**src/hdl/stcDemod_cfg.svh**
```systemverilog
`ifndef STCDEMOD_CFG_SVH
`define STCDEMOD_CFG_SVH

// Bus geometry
`define ADDR_W          13
`define DATA_W          32
`define SPACE_LSB       4       // Spaces are 16 bytes wide

// Sample and converter widths
`define SAMPLE_W        18
`define ADC_W           14
`define DAC_W           14

// Address space bases
`define TOP_SPACE       13'h000
`define DAC0_SPACE      13'h100
`define DAC1_SPACE      13'h110

// Register offsets within a space
`define REG_VERSION     4'h0
`define REG_SCRATCH     4'h4
`define REG_STATUS      4'h8
`define REG_DAC_SOURCE  4'h0

// Any other DAC source code selects ADC loopback
`define DAC_SRC_DEMOD   4'd1
`define DAC_SRC_STC     4'd2

`define VER_NUMBER      16'd654
`define FPGA_TYPE       16'h7A16

`endif

```
**src/hdl/stcDemodPkg.sv**
```systemverilog
`include "stcDemod_cfg.svh"

package stcDemodPkg;

    //************************************************************
    // Bus word
    //************************************************************

    // Whole word on reads and byte lanes on merged writes
    typedef union packed {
        logic [`DATA_W-1:0]             word;
        logic [`DATA_W/8-1:0][7:0]      lanes;
    } busWord_t;

    //************************************************************
    // Sample path types
    //************************************************************

    typedef logic signed [`SAMPLE_W-1:0] sample_t;

    // Offset binary with the MSB set at mid scale
    typedef logic [`DAC_W-1:0] dacCode_t;

    typedef logic [3:0] dacSource_t;

endpackage

```
**src/hdl/hostBusIf.sv**
```systemverilog
`timescale 1ns/1ns
`include "stcDemod_cfg.svh"

// One segment of the host register bus
interface hostBusIf;

    logic                       cs;
    logic [`DATA_W/8-1:0]       wrEn;       // Per byte lane
    logic [`ADDR_W-1:0]         addr;
    logic [`DATA_W-1:0]         wrData;     // Same layout as busWord_t
    logic [`DATA_W-1:0]         rdData;

    modport decoder (
        output cs, wrEn, addr, wrData,
        input  rdData
    );

    modport peer (
        input  cs, wrEn, addr, wrData,
        output rdData
    );

endinterface

```
**src/hdl/adcFrontEnd.sv**
```systemverilog
`timescale 1ns/1ns
`include "stcDemod_cfg.svh"

module adcFrontEnd import stcDemodPkg::*; (
    input  logic                clk,
    input  logic                arstN,
    input  logic [`ADC_W-1:0]   adc0,
    input  logic                adc0Overflow,
    input  logic                overflowClear,
    output sample_t             adcSample,
    output logic                overflowSticky
);

    logic [`ADC_W-1:0] adcReg;     // Pad capture

    // Offset binary to left-justified two's complement
    always_ff @(posedge clk or negedge arstN) begin
        if (!arstN) begin
            adcReg    <= '0;
            adcSample <= '0;
        end else begin
            adcReg    <= adc0;
            adcSample <= {~adcReg[`ADC_W-1], adcReg[`ADC_W-2:0],
                          {(`SAMPLE_W-`ADC_W){1'b0}}};
        end
    end

    // Overflow wins over a clear in the same cycle
    always_ff @(posedge clk or negedge arstN) begin
        if (!arstN) begin
            overflowSticky <= 1'b0;
        end else if (adc0Overflow) begin
            overflowSticky <= 1'b1;
        end else if (overflowClear) begin
            overflowSticky <= 1'b0;
        end
    end

    sampleKnown: assert property (@(posedge clk) disable iff (!arstN)
        !$isunknown(adcSample));

endmodule

```
**src/hdl/dacChannel.sv**
```systemverilog
`timescale 1ns/1ns
`include "stcDemod_cfg.svh"

module dacChannel import stcDemodPkg::*; (
    input  logic    clk,
    input  logic    arstN,
    hostBusIf.peer  bus,
    input  sample_t demodData,
    input  sample_t stcData,
    input  sample_t adcSample,
    input  logic    demodClkEn,
    input  logic    stcClkEn,
    output dacCode_t dacData,
    output logic    dacClkEn
);

    dacSource_t source;
    busWord_t   wrWord;
    sample_t    selData;
    logic       selClkEn;

    assign wrWord = bus.wrData;

    //************************************************************
    // Source register
    //************************************************************
    always_ff @(posedge clk or negedge arstN) begin
        if (!arstN) begin
            source <= '0;           // Loopback
        end else if (bus.cs && bus.addr[`SPACE_LSB-1:0] == `REG_DAC_SOURCE
                     && bus.wrEn[0]) begin
            source <= wrWord.lanes[0][3:0];
        end
    end

    assign bus.rdData = (bus.addr[`SPACE_LSB-1:0] == `REG_DAC_SOURCE)
                        ? {{(`DATA_W-4){1'b0}}, source} : '0;

    //************************************************************
    // Stream select, then DAC format
    //************************************************************
    always_ff @(posedge clk or negedge arstN) begin
        if (!arstN) begin
            selData  <= '0;
            selClkEn <= 1'b0;
        end else begin
            case (source)
                `DAC_SRC_DEMOD: begin
                    selData  <= demodData;
                    selClkEn <= demodClkEn;
                end
                `DAC_SRC_STC: begin
                    selData  <= stcData;
                    selClkEn <= stcClkEn;
                end
                default: begin
                    selData  <= adcSample;  // ADC runs every clock
                    selClkEn <= 1'b1;
                end
            endcase
        end
    end

    // Top 13 magnitude bits below an inverted sign
    always_ff @(posedge clk or negedge arstN) begin
        if (!arstN) begin
            dacData  <= '0;
            dacClkEn <= 1'b0;
        end else begin
            dacData  <= {~selData[`SAMPLE_W-1], selData[`SAMPLE_W-2 -: `DAC_W-1]};
            dacClkEn <= selClkEn;
        end
    end

    // Pipeline stays quiet right after reset release
    quietAfterReset: assert property (@(posedge clk) $rose(arstN) |=> !dacClkEn);

endmodule

```
**src/hdl/regSpaceDecode.sv**
```systemverilog
`timescale 1ns/1ns
`include "stcDemod_cfg.svh"

module regSpaceDecode import stcDemodPkg::*; (
    input  logic        clk,
    input  logic        arstN,
    hostBusIf.peer      host,
    hostBusIf.decoder   topBus,
    hostBusIf.decoder   dac0Bus,
    hostBusIf.decoder   dac1Bus
);

    localparam logic [`ADDR_W-1:0] topBase  = `TOP_SPACE;
    localparam logic [`ADDR_W-1:0] dac0Base = `DAC0_SPACE;
    localparam logic [`ADDR_W-1:0] dac1Base = `DAC1_SPACE;

    logic               hitTop;
    logic               hitDac0;
    logic               hitDac1;
    logic [`ADDR_W-1:0] offset;
    busWord_t           rdMux;

    // Space match on the upper address bits
    assign hitTop  = host.addr[`ADDR_W-1:`SPACE_LSB] == topBase[`ADDR_W-1:`SPACE_LSB];
    assign hitDac0 = host.addr[`ADDR_W-1:`SPACE_LSB] == dac0Base[`ADDR_W-1:`SPACE_LSB];
    assign hitDac1 = host.addr[`ADDR_W-1:`SPACE_LSB] == dac1Base[`ADDR_W-1:`SPACE_LSB];

    assign offset = {{(`ADDR_W-`SPACE_LSB){1'b0}}, host.addr[`SPACE_LSB-1:0]};

    assign topBus.cs    = host.cs && hitTop;
    assign topBus.wrEn  = topBus.cs ? host.wrEn : '0;
    assign topBus.addr  = offset;
    assign topBus.wrData = host.wrData;

    assign dac0Bus.cs   = host.cs && hitDac0;
    assign dac0Bus.wrEn = dac0Bus.cs ? host.wrEn : '0;
    assign dac0Bus.addr = offset;
    assign dac0Bus.wrData = host.wrData;

    assign dac1Bus.cs   = host.cs && hitDac1;
    assign dac1Bus.wrEn = dac1Bus.cs ? host.wrEn : '0;
    assign dac1Bus.addr = offset;
    assign dac1Bus.wrData = host.wrData;

    // Read-back mux gives zero when idle or unmapped
    always_comb begin
        rdMux = '0;
        if (topBus.cs) rdMux.word = topBus.rdData;
        if (dac0Bus.cs) rdMux.word = dac0Bus.rdData;
        if (dac1Bus.cs) rdMux.word = dac1Bus.rdData;
    end
    assign host.rdData = rdMux.word;

    // Spaces must never overlap
    onePeerSelected: assert property (@(posedge clk) disable iff (!arstN)
        $onehot0({topBus.cs, dac0Bus.cs, dac1Bus.cs}));

endmodule

```
**src/hdl/stcDemodTop.sv**
```systemverilog
`timescale 1ns/1ns
`include "stcDemod_cfg.svh"

module stcDemodTop import stcDemodPkg::*; (
    input  logic                    clk,
    input  logic                    arstN,

    // Host register bus
    input  logic                    busCs,
    input  logic [`DATA_W/8-1:0]    busWrEn,
    input  logic [`ADDR_W-1:0]      busAddr,
    input  logic [`DATA_W-1:0]      busDataIn,
    output logic [`DATA_W-1:0]      busDataOut,

    // ADC
    input  logic [`ADC_W-1:0]       adc0,
    input  logic                    adc0Overflow,

    // Demodulator and STC streams
    input  sample_t                 demodDac0Data,
    input  sample_t                 demodDac1Data,
    input  logic                    demodDac0ClkEn,
    input  logic                    demodDac1ClkEn,
    input  sample_t                 stcDac0Data,
    input  sample_t                 stcDac1Data,
    input  logic                    stcDac0ClkEn,
    input  logic                    stcDac1ClkEn,

    // DACs
    output dacCode_t                dac0Data,
    output dacCode_t                dac1Data,
    output logic                    dac0ClkEn,
    output logic                    dac1ClkEn
);

    sample_t adcSample;
    logic    overflowSticky;
    logic    overflowClear;

    //************************************************************
    // Register bus
    //************************************************************
    hostBusIf hostBus ();
    hostBusIf topBus ();
    hostBusIf dac0Bus ();
    hostBusIf dac1Bus ();

    assign hostBus.cs     = busCs;
    assign hostBus.wrEn   = busWrEn;
    assign hostBus.addr   = busAddr;
    assign hostBus.wrData = busDataIn;
    assign busDataOut     = hostBus.rdData;

    regSpaceDecode u_decode (.clk(clk), .arstN(arstN), .host(hostBus),
        .topBus(topBus), .dac0Bus(dac0Bus), .dac1Bus(dac1Bus));

    topRegs u_topRegs (.clk(clk), .arstN(arstN), .bus(topBus),
        .overflowSticky(overflowSticky), .overflowClear(overflowClear));

    //************************************************************
    // Sample path
    //************************************************************
    adcFrontEnd u_adc (.clk(clk), .arstN(arstN), .adc0(adc0),
        .adc0Overflow(adc0Overflow), .overflowClear(overflowClear),
        .adcSample(adcSample), .overflowSticky(overflowSticky));

    dacChannel u_dac0 (.clk(clk), .arstN(arstN), .bus(dac0Bus),
        .demodData(demodDac0Data), .stcData(stcDac0Data), .adcSample(adcSample),
        .demodClkEn(demodDac0ClkEn), .stcClkEn(stcDac0ClkEn),
        .dacData(dac0Data), .dacClkEn(dac0ClkEn));

    dacChannel u_dac1 (.clk(clk), .arstN(arstN), .bus(dac1Bus),
        .demodData(demodDac1Data), .stcData(stcDac1Data), .adcSample(adcSample),
        .demodClkEn(demodDac1ClkEn), .stcClkEn(stcDac1ClkEn),
        .dacData(dac1Data), .dacClkEn(dac1ClkEn));

endmodule

```
**src/hdl/topRegs.sv**
```systemverilog
`timescale 1ns/1ns
`include "stcDemod_cfg.svh"

module topRegs import stcDemodPkg::*; (
    input  logic    clk,
    input  logic    arstN,
    hostBusIf.peer  bus,
    input  logic    overflowSticky,
    output logic    overflowClear
);

    busWord_t scratch;
    busWord_t wrWord;
    busWord_t rdWord;

    assign wrWord = bus.wrData;

    //************************************************************
    // Scratch register merged by byte lane
    //************************************************************
    always_ff @(posedge clk or negedge arstN) begin
        if (!arstN) begin
            scratch <= '0;
        end else if (bus.cs && bus.addr[`SPACE_LSB-1:0] == `REG_SCRATCH) begin
            for (int i = 0; i < `DATA_W/8; i++) begin
                if (bus.wrEn[i]) begin
                    scratch.lanes[i] <= wrWord.lanes[i];
                end
            end
        end
    end

    // Write one to status bit 0 clears the sticky flag
    assign overflowClear = bus.cs && bus.addr[`SPACE_LSB-1:0] == `REG_STATUS
                           && bus.wrEn[0] && wrWord.lanes[0][0];

    //************************************************************
    // Read back
    //************************************************************
    always_comb begin
        rdWord = '0;
        case (bus.addr[`SPACE_LSB-1:0])
            `REG_VERSION: rdWord.word = {`FPGA_TYPE, `VER_NUMBER};
            `REG_SCRATCH: rdWord.word = scratch.word;
            `REG_STATUS:  rdWord.word = {{(`DATA_W-1){1'b0}}, overflowSticky};
            default:      rdWord.word = '0;
        endcase
    end
    assign bus.rdData = rdWord.word;

    // Decoder gates strobes with the select
    noStrobeWithoutCs: assert property (@(posedge clk) disable iff (!arstN)
        !bus.cs |-> bus.wrEn == '0);

endmodule

```
**config.mk**
```make
export PLATFORM = sky130hd
export DESIGN_NAME = stcDemodTop
export DESIGN_NICKNAME = d
export VERILOG_FILES = /design/src/hdl/stcDemodPkg.sv /design/src/hdl/hostBusIf.sv /design/src/hdl/adcFrontEnd.sv /design/src/hdl/dacChannel.sv /design/src/hdl/regSpaceDecode.sv /design/src/hdl/stcDemodTop.sv /design/src/hdl/topRegs.sv
export VERILOG_INCLUDE_DIRS = /design/src /design/src/hdl
export SDC_FILE = /design/constraint.sdc
export NUM_CORES = 1
export LEC_CHECK = 0
export BUFFER_PORTS_ARGS = -buffer_cell sky130_fd_sc_hd__buf_2
export CAP_MARGIN = 25
export CORE_MARGIN = 4
export CORE_UTILIZATION = 44
export DETAILED_ROUTE_END_ITERATION = 8
export GPL_TIMING_DRIVEN = 0
export HOLD_SLACK_MARGIN = 0.06
export PLACE_DENSITY = 0.82
export SLEW_MARGIN = 20
export SYNTH_ARGS = -nofsm -noshare
export SYNTH_HDL_FRONTEND = slang
export SYNTH_SLANG_ARGS = --single-unit
```
**constraint.sdc**
```tcl
create_clock -name clk -period 2.8 [get_ports clk]
set_clock_uncertainty 0.1 [all_clocks]
set_input_delay 0.42 -clock clk [delete_from_list [all_inputs] [get_ports clk]]
set_output_delay 0.42 -clock clk [all_outputs]
set_load 0.05 [all_outputs]
```
# Word level (Yosys, flattened, before mapping)
# Cells that the tools add are included.
# Widths: inputs -> output; s select.
[op_classes]
n_eq_ne = 8
muxes = 15
bitwise = 3
n_reduce_logical = 18
[op_table]
columns = ["operator", "n"]
rows = [
  ["$mux 32", 3],
  ["$pmux 32 s3", 1],
  ["$pmux 18 s2", 2],
  ["$eq 9x5->1 const B", 2],
  ["$mux 4", 3],
  ["$logic_and 1x1->1", 11],
  ["$logic_not 9->1", 1],
  ["$eq 4x1->1 const B", 2],
  ["$eq 4x2->1 const B", 2],
  ["$reduce_and 2->1", 4],
  ["$eq 4x3->1 const B", 1],
  ["$eq 4x4->1 const B", 1],
  ["$logic_not 4->1", 1],
  ["$mux 1", 4],
  ["$pmux 1 s2", 2],
  ["$not 1->1", 3],
  ["$reduce_bool 2->1", 1],
]
[word_totals]
ff_bits = 137
word_cells = 61

# Longest topological paths before layout
[logic_depth]
depth_word = 7
depth_mapped = 5
depth_no_buf = 3

# Modules after synthesis
# From an unflattened synthesis, not the netlist that was laid out.
[hier_totals]
hier_cells = 713
hier_area_um2 = 7604.8
[modules_own_cells]
columns = ["mod", "n_inst", "cells_per_inst", "area_per_inst_um2"]
rows = [
  ["dacChannel", 2, 125, 1541.5],
  ["regSpaceDecode", 1, 301, 2230.9],
  ["topRegs", 1, 125, 1516.5],
  ["adcFrontEnd", 1, 37, 774.5],
]

# Worst setup path before layout
# Ideal clock, no wire load.
[synth_timing]
path_type = "input -> output"
startpoint = "in busAddr[5]"
endpoint = "out busDataOut[16]"
arrival_ns = 2.336
required_time_ns = 2.280
setup_slack_ns = -0.056
stages = 4
n_path_buf = 1
cell_sequence = "nor4b_1 nand4_1 clkbuf_1 nor3_1"
[synth_between]
elab_chain_cells = 5
word_cells_on_any_way = 9
[synth_rtl]
columns = ["item", "line_no", "rtl"]
rows = [
  ["start: declaration", "stcDemodTop.sv:11", "input logic [`ADDR_W-1:0] busAddr,"],
  ["$logic_not 9->1", "regSpaceDecode.sv:24", "assign hitTop = host.addr[`ADDR_W-1:`SPACE_LSB] == topBase[`ADDR_W-1:`SPACE_LSB];"],
  ["$logic_and 1x1->1", "regSpaceDecode.sv:30", "assign topBus.cs = host.cs && hitTop;"],
  ["$mux 32", "regSpaceDecode.sv:48", "if (topBus.cs) rdMux.word = topBus.rdData;"],
  ["$mux 32", "regSpaceDecode.sv:49", "if (dac0Bus.cs) rdMux.word = dac0Bus.rdData;"],
  ["$mux 32 *", "regSpaceDecode.sv:50", "if (dac1Bus.cs) rdMux.word = dac1Bus.rdData;"],
  ["end: declaration", "stcDemodTop.sv:13", "output logic [`DATA_W-1:0] busDataOut,"],
]
# Mark *: on every way between the ends. The rest lies on a longest branch, timed or not.

# Worst setup path in the final report
[layout_timing]
startpoint = "reg u_dac0.source[3]"
endpoint = "reg u_dac0.selData[14]"
[layout_between]
elab_chain_cells = 2
word_cells_on_any_way = 3
[layout_rtl]
columns = ["item", "line_no", "rtl"]
rows = [
  ["start: declaration", "dacChannel.sv:17", "dacSource_t source;"],
  ["start signal: assignment", "dacChannel.sv:32", "source <= wrWord.lanes[0][3:0];"],
  ["$eq 4x2->1 / $eq 4x1->1 (equally long branches)", "dacChannel.sv:47", "case (source)"],
  ["$pmux 18 s2 *", "dacChannel.sv:47", ""],
  ["end signal: assignment", "dacChannel.sv:49", "selData <= demodData;"],
  ["end signal: assignment", "dacChannel.sv:53", "selData <= stcData;"],
  ["end signal: assignment", "dacChannel.sv:57", "selData <= adcSample;"],
  ["end: declaration", "dacChannel.sv:19", "sample_t selData;"],
]
# Marked as above.
# A chain may end at the register's enable or synchronous reset.

==> impl_metrics.py <==
metrics = {
    "synth": {
        "synth_seq_area_share_pct": 66.3,
        "post-synth-top-area-cell": "dfrtp_1",
        "synth_fp_nets": 510,
        "netlist_instances": 367,
        "postSynth.asyncResetShare_pct": 100,
        "cell_area_after_synthesis_sq_um": 4870,
        "synthesis.area_per_instance_sq_um": 13.3,
        "synthFlopType": "dfrtp_1",
        "synth_top_cells_by_count": "dfrtp_1 (129), inv_1 (46), mux2_2 (37)",
        "synth_most_common_cell": "dfrtp_1",
        "synth_cell_types": 32,
        "synth-edff-count": 0,
        "synth.yosys.warnings": 0,
        "synth.ff_latch_count": 129,
        "synth.top_cells.by_area": "dfrtp_1 (66%), mux2_2 (8.6%), a22oi_1 (4.6%)",
        "yosys.area.top_type_share_pct": 66.3,
    },
    "grt": {
        "globalRouteOverflowTotal": 0,
        "grt_antenna_before_repair": 0,
        "grt_first_pass_wirelength_mm": 23.1,
        "grt_max_degree": 67,
        "grtUsageMet3_pct": 5.29,
        "top_usage_layer": "met2",
        "grt_met2_usage_pct": 41.5,
        "grt_pass1_vias": 4545,
        "groute.layer.met1.usage_pct": 26.8,
        "grt_util_all_layers_pct": 23.7,
    },
    "drt": {
        "drcViolationCount": 0,
        "routed_wirelength_mm": 14.7,
        "post_drt_wl_per_cell_um": 18.1,
        "detail_route.vias_per_cell": 5.10,
        "vias": 4154,
        "drt_pass_1_iters": 6,
        "detail-route-antenna-nets": 0,
        "drtIter0Drc": 334,
    },
    "run": {
        "drv.max_cap_violation_count": 0,
    },
    "worst_setup_path": {
        "critical_path.max_fanout": 10,
        "worst_ep_required_time_ns": 3.13,
        "worstPathArrival_ns": 3.00,
        "worst-setup-path-type": "reg2reg",
        "cp-start-kind": "flop",
        "critical_path.endpoint_type": "flop",
    },
    "timing": {
        "max_slew.worst_pin.slew_ns": 0.674,
        "maxClockFrequency_mhz": 375,
        "finalWorstPathRequiredPeriod_ns": 2.67,
        "grt_setup_unrepaired": "false",
        "relSlewSlack_pct": 54.7,
        "fin_crit_sh_pct": 95.3,
        "finalSetupViolCount": 0,
        "setup_tns_ns": 0,
        "report.final.slew_viol_count": 0,
        "report.final.hold_viol_count": 0,
    },
    "floorplan": {
        "core_sq_um": 10800,
        "starting_density_pct": 44.9,
        "die-area_sq_um": 12800,
        "die_y_um": 113,
        "rows": 38,
        "die_width_um": 113,
        "pin_count": 205,
    },
    "worst_hold_path": {
        "holdCritPathClass": "in2reg",
    },
    "power_and_ir_drop": {
        "power_density_nw_per_um2": 599,
        "total_power_mw": 4.48,
        "total_leakage_power_nw": 3.54,
        "max-vdd-ir-drop_mv": 0.433,
    },
    "final_layout": {
        "fin_util_pct": 68.9,
        "layout-drive-gt1-share_pct": 41.7,
        "layout.cells.non_filler": 814,
        "final_instance_area_sq_um": 7470,
        "diodes": 0,
        "final_net_count": 804,
        "area_growth_syn_to_layout_pct": 53.4,
    },
    "placement": {
        "gpl.final_weighted_congestion": 0.908,
        "place_inst": 699,
        "post_dp_cell_area_sq_um": 6040,
        "numPortBuffers": 187,
        "dp.final_hpwl_mm": 9.36,
    },
    "clock_tree": {
        "cts_buffers": 17,
        "cts_post_setup_buffers_inserted": 0,
        "h-tree-depth": 4,
        "clk_latency_ns": 0.52,
        "clkSinkCount": 129,
        "clk_transition_reported_paths_ns": 0.07,
        "cell_at_the_root_of_the_clock_tree": "clkbuf_8",
        "cts_buffer_depth": 2,
        "cts_tree": "built",
    },
    "status": {
        "status": "finished, final reports clean",
    },
}
==> critical path: stages (launching register included) <==
cell           delay, ns
dfrtp_1             0.41
nor4b_1             0.59
clkbuf_1            0.58
a22oi_1             0.21
dlygate4sd3_1       0.61
o21ai_0             0.09
==> cells by family (layout without fill, tap and decap cells) <==
logic type	after synthesis	after routing	synth area share (%)
and+or+nand+nor	58	58	9.15
AOI/OAI and AO/OA	74	74	9.43
buffers and inverters	62	369	5.01
DFF	129	129	66.3
muxes	44	44	10.1
==> worst paths after layout <==
check,startpoint,endpoint,slack [ns],cells after the start
min in group asynchronous,arstN,u_dac1.selData[14],0.39,2
setup / recovery,u_dac0.source[3],u_dac0.selData[14],0.13,5
setup reg to reg,u_dac0.source[3],u_dac0.selData[14],0.13,5
max in group asynchronous,arstN,u_topRegs.scratch[22],1.48,3
hold reg to reg,u_adc.adcReg[2],u_adc.adcSample[6],0.25,0
hold / removal,demodDac0Data[15],u_dac0.selData[15],0.08,3
==> layout make-up <==
cell class                 count  area (sq um)
clock buffer                  17           414
fill                         753          3370
buffer                        16          71.3
tap                          140           175
multi-input combinational    176          1420
clock inverter                15           168
sequential                   129          3230
inverter                      46           173
timing repair buffer         275          1820
==> sequential cells by signal (all words and copies together) (netlist names) <==
register	cells
u_dac1.dacData	14
u_adc.adcReg	14
u_dac1.source	4
u_adc.overflowSticky	1
u_dac0.source	4
u_dac0.dacData	14
u_dac1.selData	14
u_adc.adcSample	14
u_dac1.dacClkEn	1
u_topRegs.scratch	32
u_dac1.selClkEn	1
u_dac0.selData	14
u_dac0.selClkEn	1
u_dac0.dacClkEn	1
==> cell usage in the layout, fill, tap and decap left out, types with 3 or more instances in the layout <==
cell type and instances:
buf_2 191, mux2i_1 4, clkbuf_1 12, mux2_2 37, nor2_1 4, nor3_1 20, o22ai_1 3, o21ai_0 28
nor4_4 4, a21oi_1 10, a22oi_1 30, mux2_1 3, inv_8 4, nor4_2 3, dfrtp_1 129, nor4b_2 3
clkbuf_16 16, dlygate4sd3_1 83, or3b_2 5, inv_6 5, nand4_1 3, inv_1 46
==> routing by layer <==
metal / up-vias / share of wire (%)
li1: 1880 / -
met1: 2048 / 37
met2: 177 / 54
met3: 49 / 5.1
met4: 0 / 3.8
met5: - / 0
==> stage by stage <==
stage / worst slack [ns] / hold slack, ns
6_report: 0.132 / 0.0845
5_1_grt: 0.00324 / 0.0634
4_1_cts: 0.136 / 0.0606
3_5_place_dp: 0.137 / 0.235
3_3_place_gp: -0.279 / 0.232
2_1_floorplan: -0.0557 / 0.0244
==> report_power, final <==
group | internal [mW] | switching [mW]
logic | 0.164 | 0.212
clock network | 1.22 | 0.931
registers | 1.93 | 0.0196
total | 3.31 | 1.16
==> repair_timing <==
item | CTS | global route
resized for setup | 0 | 2
hold buffers | 83 | 0
setup endpoints to repair | 0 | 12
hold endpoints to repair | 132 | 0
(Power assumes the default switching activity.)
